### src/svc_cmd_pkg.sv
// Service command package
// Command byte codes of the host service interface, the decoded opcode
// enum and the rule that maps a command byte onto an opcode

package svc_cmd_pkg;

  // Command byte codes
  localparam logic [7:0] CMD_AWUSER_CORE     = 8'h01;
  localparam logic [7:0] CMD_AWUSER_MCU      = 8'h02;
  localparam logic [7:0] CMD_AWUSER_RELEASE  = 8'h03;
  localparam logic [7:0] CMD_ZEROIZE_ON      = 8'h04;
  localparam logic [7:0] CMD_ZEROIZE_OFF     = 8'h05;
  localparam logic [7:0] CMD_ZEROIZE_RELEASE = 8'h06;
  localparam logic [7:0] CMD_FORCE_TOKENS    = 8'h07;
  localparam logic [7:0] CMD_RMA_SCRAP_PPD   = 8'h08;
  localparam logic [7:0] CMD_ESCALATE        = 8'h09;
  localparam logic [7:0] CMD_CLK_500         = 8'h0A;
  localparam logic [7:0] CMD_CLK_160         = 8'h0B;
  localparam logic [7:0] CMD_CLK_400         = 8'h0C;
  localparam logic [7:0] CMD_CLK_1000        = 8'h0D;
  localparam logic [7:0] CMD_FAULT_DIGEST    = 8'h0E;
  localparam logic [7:0] CMD_FAULT_BUS_ECC   = 8'h0F;
  localparam logic [7:0] CMD_SUB_RESET       = 8'h10;

  // One opcode per command, OP_NONE for every byte that is not a command
  typedef enum logic [4:0] {
    OP_NONE,
    OP_AWUSER_CORE,
    OP_AWUSER_MCU,
    OP_AWUSER_RELEASE,
    OP_ZEROIZE_ON,
    OP_ZEROIZE_OFF,
    OP_ZEROIZE_RELEASE,
    OP_FORCE_TOKENS,
    OP_RMA_SCRAP_PPD,
    OP_ESCALATE,
    OP_CLK_500,
    OP_CLK_160,
    OP_CLK_400,
    OP_CLK_1000,
    OP_FAULT_DIGEST,
    OP_FAULT_BUS_ECC,
    OP_SUB_RESET
  } svc_op_e;

  // The codes run from 0x01 to 0x10 in the same order as the opcodes
  function automatic svc_op_e cmd_to_op(input logic [7:0] cmd);
    svc_op_e op;
    if (cmd >= CMD_AWUSER_CORE && cmd <= CMD_SUB_RESET) begin
      op = svc_op_e'(cmd[4:0]);
    end else begin
      op = OP_NONE;
    end
    return op;
  endfunction

endpackage

### src/svc_ovr_pkg.sv
// Override state package
// Modes of the forced subsystem signals, the life-cycle token constants,
// the fuse DAI fault address and the bypass clock frequency codes

package svc_ovr_pkg;

  // AXI write user field source
  typedef enum logic [1:0] {
    AWU_PASS,
    AWU_CORE,
    AWU_MCU
  } awuser_mode_e;

  // Zeroization inputs source
  typedef enum logic [1:0] {
    ZER_PASS,
    ZER_ON,
    ZER_OFF
  } zeroize_mode_e;

  // Bypass clock frequency selection
  typedef enum logic [1:0] {
    FREQ_500  = 2'd0,
    FREQ_160  = 2'd1,
    FREQ_400  = 2'd2,
    FREQ_1000 = 2'd3
  } clk_freq_e;

  // --------------------------------------------------------------------------
  // Life-cycle tokens driven while the token bundle is forced
  // --------------------------------------------------------------------------
  localparam logic [127:0] TEST_UNLOCK_TOKEN = 128'h3852305b_aecf5ff1_d5c1d25f_6db9058d;
  localparam logic [127:0] RMA_TOKEN         = 128'h67926115_6880f4cc_51785553_16c51e4d;

  // Multi-bit "on" encoding of the token valid fields
  localparam logic [3:0] TOKEN_VALID_ON = 4'b0101;

  // Zeroization values for the forced modes
  localparam logic [31:0] ROM_MASK_ON  = 32'hFFFF_FFFF;
  localparam logic [31:0] ROM_MASK_OFF = 32'h0000_0000;

  // Fuse DAI write-data register, target of the injected ECC fault
  localparam logic [31:0] FUSE_DAI_WDATA_ADDR = 32'h7000_0068;

endpackage

### src/svc_ovr_if.sv
// Override state interface
// Carries the sticky override state from the execute stage to the block
// that applies it to the subsystem signals

`timescale 1ns/1ps

interface svc_ovr_if
  import svc_ovr_pkg::*;
();

  awuser_mode_e  awuser_mode;
  zeroize_mode_e zeroize_mode;
  logic          token_force;
  logic          rma_scrap_ppd;
  logic          escalate;
  clk_freq_e     freq_sel;
  logic          digest_fault;
  logic          ecc_fault_en;

  modport exec (
    output awuser_mode,
    output zeroize_mode,
    output token_force,
    output rma_scrap_ppd,
    output escalate,
    output freq_sel,
    output digest_fault,
    output ecc_fault_en
  );

  modport result (
    input awuser_mode,
    input zeroize_mode,
    input token_force,
    input rma_scrap_ppd,
    input escalate,
    input freq_sel,
    input digest_fault,
    input ecc_fault_en
  );

endinterface

### src/svc_cmd_decode.sv
// Service command decoder
// Samples the host command strobe and byte, and presents the matching
// opcode to the execute stage one cycle later

`timescale 1ns/1ps

module svc_cmd_decode
  import svc_cmd_pkg::*;
(
  input  logic       clk,
  input  logic       cptra_rst_b,
  input  logic       cmd_valid_i,
  input  logic [7:0] cmd_i,
  output logic       op_valid_o,
  output svc_op_e    op_o
);

  logic       op_valid_q;
  logic [7:0] cmd_q;

  // --------------------------------------------------------------------------
  // Input stage
  // --------------------------------------------------------------------------

  // The strobe is a single-cycle pulse and is never stretched
  always_ff @(posedge clk or negedge cptra_rst_b) begin
    if (!cptra_rst_b) begin
      op_valid_q <= 1'b0;
    end else begin
      op_valid_q <= cmd_valid_i;
    end
  end

  // Command byte only matters together with the strobe
  always_ff @(posedge clk) begin
    if (cmd_valid_i) begin
      cmd_q <= cmd_i;
    end
  end

  // --------------------------------------------------------------------------
  // Decode
  // --------------------------------------------------------------------------

  // Unknown bytes still raise op_valid_o but carry OP_NONE
  always_comb begin
    op_o = cmd_to_op(cmd_q);
  end

  assign op_valid_o = op_valid_q;

  // --------------------------------------------------------------------------
  // Checks
  // --------------------------------------------------------------------------

  // Every opcode comes from a strobe one cycle earlier
  a_op_valid_follows_cmd : assert property (
    @(posedge clk) disable iff (!cptra_rst_b)
    op_valid_o |-> $past(cmd_valid_i)
  );

endmodule

### src/svc_override_exec.sv
// Override execute stage
// Holds the sticky override state selected by the decoded opcodes and
// generates the fixed-length reset pulse for the fuse and life-cycle blocks

`timescale 1ns/1ps

module svc_override_exec
  import svc_cmd_pkg::*;
  import svc_ovr_pkg::*;
#(
  parameter int RESET_PULSE_LEN = 11
) (
  input  logic    clk,
  input  logic    cptra_rst_b,
  input  logic    op_valid_i,
  input  svc_op_e op_i,
  svc_ovr_if.exec ovr,
  output logic    sub_rst_b_o
);

  localparam int CNT_W = $clog2(RESET_PULSE_LEN + 1);

  awuser_mode_e     awuser_mode_q;
  zeroize_mode_e    zeroize_mode_q;
  clk_freq_e        freq_sel_q;
  logic             token_force_q;
  logic             rma_scrap_ppd_q;
  logic             escalate_q;
  logic             digest_fault_q;
  logic             ecc_fault_en_q;
  logic [CNT_W-1:0] rst_cnt_q;
  logic             pulse_active;
  logic             start_pulse;

  // --------------------------------------------------------------------------
  // Sticky override state
  // --------------------------------------------------------------------------

  // Modes can be switched back and forth, the flags only ever set
  always_ff @(posedge clk or negedge cptra_rst_b) begin
    if (!cptra_rst_b) begin
      awuser_mode_q   <= AWU_PASS;
      zeroize_mode_q  <= ZER_PASS;
      freq_sel_q      <= FREQ_500;
      token_force_q   <= 1'b0;
      rma_scrap_ppd_q <= 1'b0;
      escalate_q      <= 1'b0;
      digest_fault_q  <= 1'b0;
      ecc_fault_en_q  <= 1'b0;
    end else if (op_valid_i) begin
      case (op_i)
        OP_AWUSER_CORE:     awuser_mode_q   <= AWU_CORE;
        OP_AWUSER_MCU:      awuser_mode_q   <= AWU_MCU;
        OP_AWUSER_RELEASE:  awuser_mode_q   <= AWU_PASS;
        OP_ZEROIZE_ON:      zeroize_mode_q  <= ZER_ON;
        OP_ZEROIZE_OFF:     zeroize_mode_q  <= ZER_OFF;
        OP_ZEROIZE_RELEASE: zeroize_mode_q  <= ZER_PASS;
        OP_FORCE_TOKENS:    token_force_q   <= 1'b1;
        OP_RMA_SCRAP_PPD:   rma_scrap_ppd_q <= 1'b1;
        OP_ESCALATE:        escalate_q      <= 1'b1;
        OP_CLK_500:         freq_sel_q      <= FREQ_500;
        OP_CLK_160:         freq_sel_q      <= FREQ_160;
        OP_CLK_400:         freq_sel_q      <= FREQ_400;
        OP_CLK_1000:        freq_sel_q      <= FREQ_1000;
        OP_FAULT_DIGEST:    digest_fault_q  <= 1'b1;
        OP_FAULT_BUS_ECC:   ecc_fault_en_q  <= 1'b1;
        // OP_SUB_RESET is handled by the pulse counter
        default: begin
        end
      endcase
    end
  end

  assign ovr.awuser_mode   = awuser_mode_q;
  assign ovr.zeroize_mode  = zeroize_mode_q;
  assign ovr.freq_sel      = freq_sel_q;
  assign ovr.token_force   = token_force_q;
  assign ovr.rma_scrap_ppd = rma_scrap_ppd_q;
  assign ovr.escalate      = escalate_q;
  assign ovr.digest_fault  = digest_fault_q;
  assign ovr.ecc_fault_en  = ecc_fault_en_q;

  // --------------------------------------------------------------------------
  // Subsystem reset pulse
  // --------------------------------------------------------------------------

  assign pulse_active = (rst_cnt_q != '0);

  // A new request is only accepted once the previous pulse has ended
  assign start_pulse = op_valid_i && (op_i == OP_SUB_RESET) && !pulse_active;

  // Counts the remaining low cycles down to zero
  always_ff @(posedge clk or negedge cptra_rst_b) begin
    if (!cptra_rst_b) begin
      rst_cnt_q <= '0;
    end else if (start_pulse) begin
      rst_cnt_q <= CNT_W'(RESET_PULSE_LEN);
    end else if (pulse_active) begin
      rst_cnt_q <= rst_cnt_q - 1'b1;
    end
  end

  assign sub_rst_b_o = !pulse_active;

  // --------------------------------------------------------------------------
  // Checks
  // --------------------------------------------------------------------------

  // The reset stays low for no more than the pulse length
  a_pulse_len_max : assert property (
    @(posedge clk) disable iff (!cptra_rst_b)
    !sub_rst_b_o [*RESET_PULSE_LEN] |=> sub_rst_b_o
  );

  // A second reset request inside the pulse does not reload the counter
  a_pulse_no_retrigger : assert property (
    @(posedge clk) disable iff (!cptra_rst_b)
    (op_valid_i && (op_i == OP_SUB_RESET) && pulse_active)
      |=> (rst_cnt_q == $past(rst_cnt_q) - 1'b1)
  );

endmodule

### src/svc_result.sv
// Override result stage
// Applies the override state to the subsystem signals, either passing the
// inputs through or driving the forced values, and injects the DAI fault

`timescale 1ns/1ps

module svc_result
  import svc_ovr_pkg::*;
#(
  parameter int AXI_USER_W = 32,
  parameter int DATA_W     = 32
) (
  svc_ovr_if.result        ovr,
  input  logic [AXI_USER_W-1:0] core_awuser_i,
  input  logic [AXI_USER_W-1:0] mcu_awuser_i,
  input  logic [AXI_USER_W-1:0] awuser_i,
  output logic [AXI_USER_W-1:0] awuser_o,
  input  logic                  zeroize_ppd_i,
  input  logic [31:0]           rom_mask_i,
  input  logic                  scrap_mode_i,
  output logic                  zeroize_ppd_o,
  output logic [31:0]           rom_mask_o,
  output logic                  scrap_mode_o,
  input  logic [127:0]          unlock_token_i,
  input  logic [127:0]          rma_token_i,
  input  logic [3:0]            tokens_valid_i,
  output logic [127:0]          unlock_token_o,
  output logic [127:0]          rma_token_o,
  output logic [3:0]            tokens_valid_o,
  input  logic                  rma_scrap_ppd_i,
  output logic                  rma_scrap_ppd_o,
  output logic                  escalate_o,
  output logic                  digest_fault_o,
  input  logic                  clk_byp_ack_i,
  output logic [1:0]            clk_freq_sel_o,
  input  logic                  dai_write_i,
  input  logic [DATA_W-1:0]     dai_addr_i,
  input  logic [DATA_W-1:0]     dai_wdata_i,
  output logic [DATA_W-1:0]     dai_wdata_o,
  input  logic [1:0]            bresp_i,
  output logic [1:0]            bresp_o
);

  logic ecc_hit;

  // Write user field
  always_comb begin
    case (ovr.awuser_mode)
      AWU_CORE: awuser_o = core_awuser_i;
      AWU_MCU:  awuser_o = mcu_awuser_i;
      default:  awuser_o = awuser_i;
    endcase
  end

  // Zeroization inputs, the ON and OFF modes drive opposite values
  always_comb begin
    zeroize_ppd_o = zeroize_ppd_i;
    rom_mask_o    = rom_mask_i;
    scrap_mode_o  = scrap_mode_i;
    if (ovr.zeroize_mode == ZER_ON) begin
      zeroize_ppd_o = 1'b1;
      rom_mask_o    = ROM_MASK_ON;
      scrap_mode_o  = 1'b0;
    end else if (ovr.zeroize_mode == ZER_OFF) begin
      zeroize_ppd_o = 1'b0;
      rom_mask_o    = ROM_MASK_OFF;
      scrap_mode_o  = 1'b1;
    end
  end

  assign unlock_token_o  = ovr.token_force ? TEST_UNLOCK_TOKEN : unlock_token_i;
  assign rma_token_o     = ovr.token_force ? RMA_TOKEN : rma_token_i;
  assign tokens_valid_o  = ovr.token_force ? TOKEN_VALID_ON : tokens_valid_i;
  assign rma_scrap_ppd_o = ovr.rma_scrap_ppd | rma_scrap_ppd_i;
  assign escalate_o      = ovr.escalate;
  assign digest_fault_o  = ovr.digest_fault;

  // Selected frequency only counts once the clock bypass is acknowledged
  assign clk_freq_sel_o = clk_byp_ack_i ? ovr.freq_sel : FREQ_500;

  // Single-bit fault on writes to the DAI write-data register
  assign ecc_hit = ovr.ecc_fault_en && dai_write_i &&
                   (dai_addr_i == DATA_W'(FUSE_DAI_WDATA_ADDR));
  assign dai_wdata_o = {dai_wdata_i[DATA_W-1:1], dai_wdata_i[0] ^ ecc_hit};

  // The error response from the faulted write is masked so traffic continues
  assign bresp_o = ovr.ecc_fault_en ? 2'b00 : bresp_i;

endmodule

### src/svc_top.sv
// Test-service override controller
// Decodes host service commands and drives the overridden fuse and
// life-cycle subsystem signals

`timescale 1ns/1ps

module svc_top
  import svc_cmd_pkg::*;
#(
  parameter int AXI_USER_W      = 32,
  parameter int DATA_W          = 32,
  parameter int RESET_PULSE_LEN = 11
) (
  input  logic                  clk,
  input  logic                  cptra_rst_b,
  input  logic                  cmd_valid_i,
  input  logic [7:0]            cmd_i,
  input  logic [AXI_USER_W-1:0] core_awuser_i,
  input  logic [AXI_USER_W-1:0] mcu_awuser_i,
  input  logic [AXI_USER_W-1:0] awuser_i,
  output logic [AXI_USER_W-1:0] awuser_o,
  input  logic                  zeroize_ppd_i,
  input  logic [31:0]           rom_mask_i,
  input  logic                  scrap_mode_i,
  output logic                  zeroize_ppd_o,
  output logic [31:0]           rom_mask_o,
  output logic                  scrap_mode_o,
  input  logic [127:0]          unlock_token_i,
  input  logic [127:0]          rma_token_i,
  input  logic [3:0]            tokens_valid_i,
  output logic [127:0]          unlock_token_o,
  output logic [127:0]          rma_token_o,
  output logic [3:0]            tokens_valid_o,
  input  logic                  rma_scrap_ppd_i,
  output logic                  rma_scrap_ppd_o,
  output logic                  escalate_o,
  output logic                  digest_fault_o,
  input  logic                  clk_byp_ack_i,
  output logic [1:0]            clk_freq_sel_o,
  input  logic                  dai_write_i,
  input  logic [DATA_W-1:0]     dai_addr_i,
  input  logic [DATA_W-1:0]     dai_wdata_i,
  output logic [DATA_W-1:0]     dai_wdata_o,
  input  logic [1:0]            bresp_i,
  output logic [1:0]            bresp_o,
  output logic                  sub_rst_b_o
);

  logic    op_valid;
  svc_op_e op;

  svc_ovr_if ovr_if ();

  svc_cmd_decode u_decode (
    .clk         (clk),
    .cptra_rst_b (cptra_rst_b),
    .cmd_valid_i (cmd_valid_i),
    .cmd_i       (cmd_i),
    .op_valid_o  (op_valid),
    .op_o        (op)
  );

  svc_override_exec #(
    .RESET_PULSE_LEN (RESET_PULSE_LEN)
  ) u_exec (
    .clk         (clk),
    .cptra_rst_b (cptra_rst_b),
    .op_valid_i  (op_valid),
    .op_i        (op),
    .ovr         (ovr_if.exec),
    .sub_rst_b_o (sub_rst_b_o)
  );

  svc_result #(
    .AXI_USER_W (AXI_USER_W),
    .DATA_W     (DATA_W)
  ) u_result (
    .ovr             (ovr_if.result),
    .core_awuser_i   (core_awuser_i),
    .mcu_awuser_i    (mcu_awuser_i),
    .awuser_i        (awuser_i),
    .awuser_o        (awuser_o),
    .zeroize_ppd_i   (zeroize_ppd_i),
    .rom_mask_i      (rom_mask_i),
    .scrap_mode_i    (scrap_mode_i),
    .zeroize_ppd_o   (zeroize_ppd_o),
    .rom_mask_o      (rom_mask_o),
    .scrap_mode_o    (scrap_mode_o),
    .unlock_token_i  (unlock_token_i),
    .rma_token_i     (rma_token_i),
    .tokens_valid_i  (tokens_valid_i),
    .unlock_token_o  (unlock_token_o),
    .rma_token_o     (rma_token_o),
    .tokens_valid_o  (tokens_valid_o),
    .rma_scrap_ppd_i (rma_scrap_ppd_i),
    .rma_scrap_ppd_o (rma_scrap_ppd_o),
    .escalate_o      (escalate_o),
    .digest_fault_o  (digest_fault_o),
    .clk_byp_ack_i   (clk_byp_ack_i),
    .clk_freq_sel_o  (clk_freq_sel_o),
    .dai_write_i     (dai_write_i),
    .dai_addr_i      (dai_addr_i),
    .dai_wdata_i     (dai_wdata_i),
    .dai_wdata_o     (dai_wdata_o),
    .bresp_i         (bresp_i),
    .bresp_o         (bresp_o)
  );

endmodule

### config.mk
export PLATFORM = sky130hd
export DESIGN_NAME = svc_top
export DESIGN_NICKNAME = d
export VERILOG_FILES = /design/src/svc_cmd_pkg.sv /design/src/svc_ovr_pkg.sv /design/src/svc_ovr_if.sv /design/src/svc_cmd_decode.sv /design/src/svc_override_exec.sv /design/src/svc_result.sv /design/src/svc_top.sv
export SDC_FILE = /design/constraint.sdc
export NUM_CORES = 1
export LEC_CHECK = 0
export BUFFER_PORTS_ARGS = -buffer_cell sky130_fd_sc_hd__buf_2
export CORE_AREA = 2 2 329 331
export DETAILED_ROUTE_END_ITERATION = 8
export DIE_AREA = 0 0 331 333
export GPL_TIMING_DRIVEN = 0
export PLACE_DENSITY = 0.3
export SYNTH_ARGS = -nofsm -noshare
export SYNTH_HDL_FRONTEND = slang
export SYNTH_HIERARCHICAL = 1
export SYNTH_SLANG_ARGS = --single-unit
export TNS_END_PERCENT = 100
### constraint.sdc
create_clock -name clk -period 2.3 [get_ports clk]
set_input_delay 0.23 -clock clk [delete_from_list [all_inputs] [get_ports clk]]
set_output_delay 0.23 -clock clk [all_outputs]
set_load 0.005 [all_outputs]
==> results of run 1 <==
-- through the flow --
step	setup TNS, ps	worst slack (ps)	utilization (%)	hold WS [ps]	total power [uW]
after floorplan	0	669.6	-	-65.59	2006
after global placement	-3936	-315.6	9.311	193.6	3931
after global routing	-3.738	-3.738	9.457	137.3	4761
final	0	122.9	9.473	145.5	4322
after detailed placement	-3807	-333.6	9.311	188.8	3879
after CTS	0	3.610	9.450	134.3	4442
-- cells in the final DEF, fill, tap and decap left out, types with 4 or more instances in the layout --
master and n:
a22oi_1 32, nor2_1 11, a31oi_1 5, edfxtp_1 8, o21ai_0 34, nor4_2 5, diode_2 7, or2_2 129
clkbuf_16 4, maj3_1 33, and2_1 7, buf_2 808, inv_1 9, clkbuf_4 6, clkbuf_2 13, buf_4 35
clkbuf_1 22, nor2b_1 135, nand2_1 36, dfrtp_1 15
-- power by group through the flow --
stage / Sequential (uW) / Clock, uW / Combinational [uW]
after global placement: 645 / 0 / 3290
after detailed placement: 643 / 0 / 3240
final: 623 / 468 / 3230
after global routing: 649 / 513 / 3600
after CTS: 635 / 493 / 3310
after floorplan: 581 / 0 / 1420
-- cell families (layout without fill, tap and decap cells) --
group	Yosys count	in the layout	synth area share, %
compound gates	86	86	13.52
xor+xnor	2	2	0.4225
fa+ha+maj	36	36	8.872
buf+inv	94	901	11.65
flops	24	24	15.45
mux	1	1	0.2414
other cells	0	7	0
simple gates	339	339	49.85
-- routing by layer --
| layer | vias to the layer above | GRT usage, % | part of all wire, % |
|---|---|---|---|
| li1 | 3507 | - | - |
| met3 | 28 | 1.676 | 10 |
| met4 | 2 | 1.783 | 2.5 |
| met5 | - | 0 | 0.030 |
| met2 | 448 | 11.71 | 46 |
| met1 | 3186 | 9.293 | 42 |
-- flip-flops by register name, summed over array words and instances (netlist names) --
register	cells
u_exec/ovr.escalate	1
u_exec/ovr.digest_fault	1
u_decode/cmd_q	8
u_exec/ovr.zeroize_mode	2
u_exec/ovr.rma_scrap_ppd	1
u_exec/ovr.token_force	1
u_exec/ovr.awuser_mode	2
u_exec/rst_cnt_q	4
u_decode/op_valid_o	1
u_exec/ovr.freq_sel	2
u_exec/ovr.ecc_fault_en	1
-- layout make-up --
cell class,instances,area (um2)
clock buffers,4,100.1
well taps,1403,1755
multi-input cells,464,3029
diodes,7,17.52
plain buffers,83,486.7
inverters,9,33.78
flip-flops and latches,24,641.9
fillers,12640,96500
repair buffers,805,4034
-- timing repair --
item,4_1_cts,5_1_grt
endpoints found under the hold margin,16,0
setup endpoints to repair,167,35
setup buffers,0,0
hold buffers,1,0
resized for setup,27,12
-- synth_stat cells (2+ instances only) --
cell | count | area [um2]
a22oi_1 | 32 | 240.2
a31o_2 | 3 | 26.28
a31oi_1 | 5 | 31.28
and2_1 | 7 | 43.79
and4b_1 | 2 | 20.02
buf_1 | 2 | 7.510
buf_2 | 5 | 25.02
buf_4 | 33 | 247.7
clkbuf_1 | 45 | 168.9
dfrtp_1 | 16 | 400.4
edfxtp_1 | 8 | 240.2
ha_1 | 3 | 37.54
inv_1 | 9 | 33.78
maj3_1 | 33 | 330.3
nand2_1 | 36 | 135.1
nand3_1 | 2 | 10.01
nand4_1 | 2 | 12.51
nor2_1 | 11 | 41.29
nor2b_1 | 135 | 844.6
nor4_1 | 2 | 12.51
nor4_2 | 5 | 62.56
o21ai_0 | 36 | 180.2
o22a_1 | 2 | 17.52
o31ai_1 | 2 | 15.01
or2_2 | 129 | 807.0
-- final timing paths --
check | startpoint | end | depth (start not counted) | slack [ps]
max reg2reg | u_decode/cmd_q[7] | u_exec/rst_cnt_q[1] | 5 | 270
max | u_exec/ovr.awuser_mode[0] | awuser_o[27] | 6 | 120
min in group asynchronous | cptra_rst_b | u_exec/ovr.freq_sel[0] | 2 | 540
max in group asynchronous | cptra_rst_b | u_exec/ovr.awuser_mode[0] | 2 | 1470
min reg2reg | u_exec/ovr.token_force | u_exec/ovr.token_force | 1 | 480
min | cmd_i[4] | u_decode/cmd_q[4] | 1 | 150
==> impl_results.md, run 1 <==
* Outcome: finished, final reports clean
* Die height at 333 um
* Worst VDD drop at 0.0002272 V
* Htree depth at 1
* Least-Margin Pin Slew at 619.1 ps
* Area after DPL at 9926 um2
* Post-Syn Instances at 582
* Flops & latches, synth at 24
* First-pass GRT wire length at 54900 um
* # Max-Cap Violations at 0
* Period minus WS final at 2177 ps
* CTS max path bufs at 2
* CTS tree: done
* Rel. slew slack at 58.65%
* Gate power share at 74.8%
* Asr flop ratio synth at 66.67%
* Sequential power share at 14.4%
* Yosys warns at 6
* DP Cell Count at 2789
* DIE AREA at 110200 um2
* Dpl hpwl at 39570 um
* Crit-path cells: inv_1 > ha_2 > clkbuf_2 > nand2_1 > o21ai_0 > buf_2
* First-pass DRT Iterations at 4
* Final WL at 43020 um
* Clock transition at the registers of the reported paths at 70 ps
* Clk sinks at 24
* Vias in the first global route at 6925
* Io pins at 836
* Syn_nets at 1055
* Internal Power at 2322 uW
* Initial antenna violation count at 10
* Delay-heaviest family, CP: buffers and inverters
* Synthesized area per cell at 7.125 um2
* Largest net degree at the start of global routing at 17
* Wire length per cell at 15.37 um
* Post-DRT Antenna Nets at 0
* Worst Setup End Kind: output pin
* Highest-delay cell along the critical path: dfrtp_2
* Worst Skew at 5.252 ps
* Site Rows at 120
* Leak at 0.005163 uW
* Max stage delay on crit path at 440 ps
* Clk pwr share at 10.8%
* Crit path kind: reg2out
* Area Overhead vs Synth at 143.5%
* Sequential share of the synthesized area at 15.45%
* Initial Utilization at 3.890%
* RSZ-0062 raised after global routing: true
* Port bufs at 804
* Hold Fails Final Rpt at 0
* Tot GR Track Use at 7.128%
* Worst endpoint required time at 2070 ps
* CTS buffer count at 3
* CP Launch Type: register
* Mapped Area at 4146 um2
* Hold Crit Class: in2reg
* F_max at 459.3 MHz
* Sw Pwr at 2000 uW
* Placer congestion estimate at 0.7966
* Final Cycle Share at 94.65%
* CP arrival at 1950 ps
* Synth cell types at 42
* Clock root buffer: clkbuf_16
* Initial DRC Count at 268
* Post-Layout Cell Count at 2799
* Post-synth EDFFs at 8
* Residual DRC count at 0
* Total Nets Final at 1863
* CORE AREA at 106600 um2
* Buffer and inverter count on the worst path at 3
* Vias at 7171
* Share of cells above drive strength 1 at 72.57%
* Grt total ovfl at 0
* Skew-Pair Late Insertion Delay at 270 ps
* Setup Viol. Count Final at 0
* Top_reg_cell synth: dfrtp_1
* Via/cell ratio at 2.562
* Design Area, Final at 10100 um2
* Power per Cell Area at 428.0 nW/um2
* Switching share of power at 46.27%
* Final slew viol count at 0
* Die extent in x at 331 um
* CP max FO at 10
(Power assumes the default switching activity.)
==> inputs of run 2 (changes only) <==
--- a/config.mk
+++ b/config.mk
@@ -5,10 +5,10 @@
 export SDC_FILE = /design/constraint.sdc
 export NUM_CORES = 1
 export LEC_CHECK = 0
-export BUFFER_PORTS_ARGS = -buffer_cell sky130_fd_sc_hd__buf_2
-export CORE_AREA = 2 2 329 331
+export CORE_AREA = 2 2 322 324
 export DETAILED_ROUTE_END_ITERATION = 8
-export DIE_AREA = 0 0 331 333
+export DIE_AREA = 0 0 324 326
+export DONT_BUFFER_PORTS = 1
 export GPL_TIMING_DRIVEN = 0
 export PLACE_DENSITY = 0.3
 export SYNTH_ARGS = -nofsm -noshare
==> impl_results.md, run 2 (synthesized netlist as in run 1, its figures left out) <==
* CTS max path bufs at 2 (unchanged)
* Io pins at 836 (unchanged)
* Vias in the first global route at 4662 (-33%)
* Clk sinks at 24 (unchanged)
* RSZ-0062 raised after global routing: false
* F_max at 443.0 MHz (-3.6%)
* CP startpoint: u_exec/ovr.token_force
* Buffer and inverter count on the worst path at 3 (unchanged)
* Area Overhead vs Synth at 46.86%
* Tot GR Track Use at 7.585% (+0.46 points)
* CORE AREA at 102600 um2 (-3.7%)
* CP Capture Point: rma_token_o[95]
* Worst Setup End Kind: output pin
* Largest net degree at the start of global routing at 17 (unchanged)
* Met1 Use GR at 8.630% (-0.66 points)
* Most Used Layer, Global Route: met2
* Residual DRC count at 0 (unchanged)
* Most frequent cells in the layout: nor2b_1 (133), or2_2 (124), nand2_1 (36)
* Wire length per cell at 22.55 um (+47%)
* CP arrival at 2030 ps (+80 ps)
* Leak at 0.001950 uW (-62%)
* Final Cycle Share at 98.15% (+3.5 points)
* GRT met3 Usage at 4.576% (+2.9 points)
* Clock root buffer: clkbuf_16
* Least-Margin Pin Slew at 798.7 ps (+179.6 ps)
* Vias at 4873 (-32%)
* Worst reg2reg startpoint: u_decode/cmd_q[7]
* Final slew viol count at 0 (unchanged)
* FF-to-FF setup slack at 370 ps (+100 ps)
* Period minus WS final at 2257 ps (+80.28 ps)
* Initial DRC Count at 361 (+35%)
* Rel. slew slack at 46.58% (-12 points)
* Die extent in x at 324 um (-2.1%)
* CTS buffer count at 3 (unchanged)
* Initial Utilization at 4.041% (+0.15 points)
* Initial antenna violation count at 40 (+30)
* Outcome: finished, final reports clean
* Total Nets Final at 1061 (-43%)
* Hold Crit Class: in2reg
* Largest regs: u_decode/cmd_q x8, u_exec/rst_cnt_q x4
* Cell count along the critical path at 4 (-2)
* Final WL at 44880 um (+4.3%)
* Grt total ovfl at 0 (unchanged)
* Htree depth at 1 (unchanged)
* CTS tree: done
* Share of cells above drive strength 1 at 33.39% (-39 points)
* Power per Cell Area at 547.0 nW/um2 (+28%)
* Crit-path cells: buf_2 > buf_6 > clkbuf_1 > nor2b_1
* Post-DRT Antenna Nets at 0 (unchanged)
* Grt met2 use at 11.26% (-0.45 points)
* Worst endpoint required time at 2070 ps (about the same)
* Most common cell after layout, fill and taps aside: nor2b_1
* Crit path kind: reg2out
* First-pass DRT Iterations at 5 (+1)
* Largest register by flop count: u_decode/cmd_q
* Worst VDD drop at 0.0003710 V (+63%)
* Die height at 326 um (-2.1%)
* Port bufs at 0 (-100%)
* Reg2reg end: u_exec/rst_cnt_q[1]
* Delay-heaviest family, CP: buffers and inverters
* Skew-Pair Late Insertion Delay at 250 ps (-20 ps)
* Final-layout fill cell count at 12070 (-4.5%)
* Via/cell ratio at 2.449 (-4.4%)
* Highest-delay cell along the critical path: nor2b_1
* Dpl hpwl at 40840 um (+3.2%)
* Overall power at 3331 uW (-23%)
* First-pass GRT wire length at 51250 um (-6.6%)
* # Max-Cap Violations at 0 (unchanged)
* Reg2Reg Depth at 6 (+1)
* CP max FO at 10 (unchanged)
* Site Rows at 118 (-1.7%)
* Worst Skew at 3.624 ps (-1.628 ps)
* Max stage delay on crit path at 630 ps (+190 ps)
* CP Launch Type: register
* Placer congestion estimate at 0.9861 (+24%)
* DP Cell Count at 1962 (-30%)
* Setup Viol. Count Final at 0 (unchanged)
* Largest register FFs at 8 (unchanged)
* Clock transition at the registers of the reported paths at 60 ps (about the same)
* Post-Layout Cell Count at 1990 (-29%)
* Hold Fails Final Rpt at 0 (unchanged)
* DIE AREA at 105600 um2 (-4.2%)
## run 2: what timing repair did
action                     4_1_cts  5_1_grt
buffers inserted                 0        0
setup endpoints to repair      117       45
hold endpoints to repair        17        0
hold buffers                     2        0
resized for setup               23       11
## run 2: layer usage
metal  vias to the layer above  wire, um
li1                       1921         -
met1                      2245     16670
met2                       603     19060
met3                        94      7179
met4                        10      1906
met5                         -        58
## run 2: final cells by class
type                    count  area [um2]  share of cell area [%]
clock buffers               3       75.07                   1.233
diodes                     23       57.56                  0.9451
well taps                1380        1727                   28.35
clock inverters             1       3.754                 0.06164
flip-flops and latches     24       640.6                   10.52
plain buffers              84       467.9                   7.684
repair buffers              2       20.02                  0.3287
multi-input cells         464        3064                   50.32
inverters                   9       33.78                  0.5548
## run 2: power breakdown
group | switching (uW) | total [uW] | internal [uW]
Sequential | 89.9 | 615 | 525
Clock | 147 | 379 | 232
Combinational | 1580 | 2340 | 758
## run 2: worst min-delay path by stage
stage / start / end / slack (ps) / cells after the start
floorplan: cptra_rst_b / u_decode/op_valid_o / -70 / 0
global placement: cptra_rst_b / u_decode/op_valid_o / -60 / 0
detailed placement: cptra_rst_b / u_exec/ovr.rma_scrap_ppd / -60 / 0
CTS: cmd_i[2] / u_decode/cmd_q[2] / 60 / 0
global route: cmd_i[2] / u_decode/cmd_q[2] / 60 / 0
finish: cmd_i[2] / u_decode/cmd_q[2] / 70 / 0
## run 2: through the flow
stage | setup WS [ps] | util [%] | cell area, um2 | TNS, ps | hold WS (ps)
floorplan | 669.6 | - | 4146 | 0 | -65.59
global placement | -352.8 | 5.724 | 5873 | -6342 | -63.80
detailed placement | -460.3 | 5.724 | 5873 | -8394 | -63.67
CTS | 5.854 | 5.865 | 6018 | 0 | 61.22
global route | 8.290 | 5.920 | 6075 | 0 | 57.01
finish | 42.66 | 5.935 | 6090 | 0 | 66.16
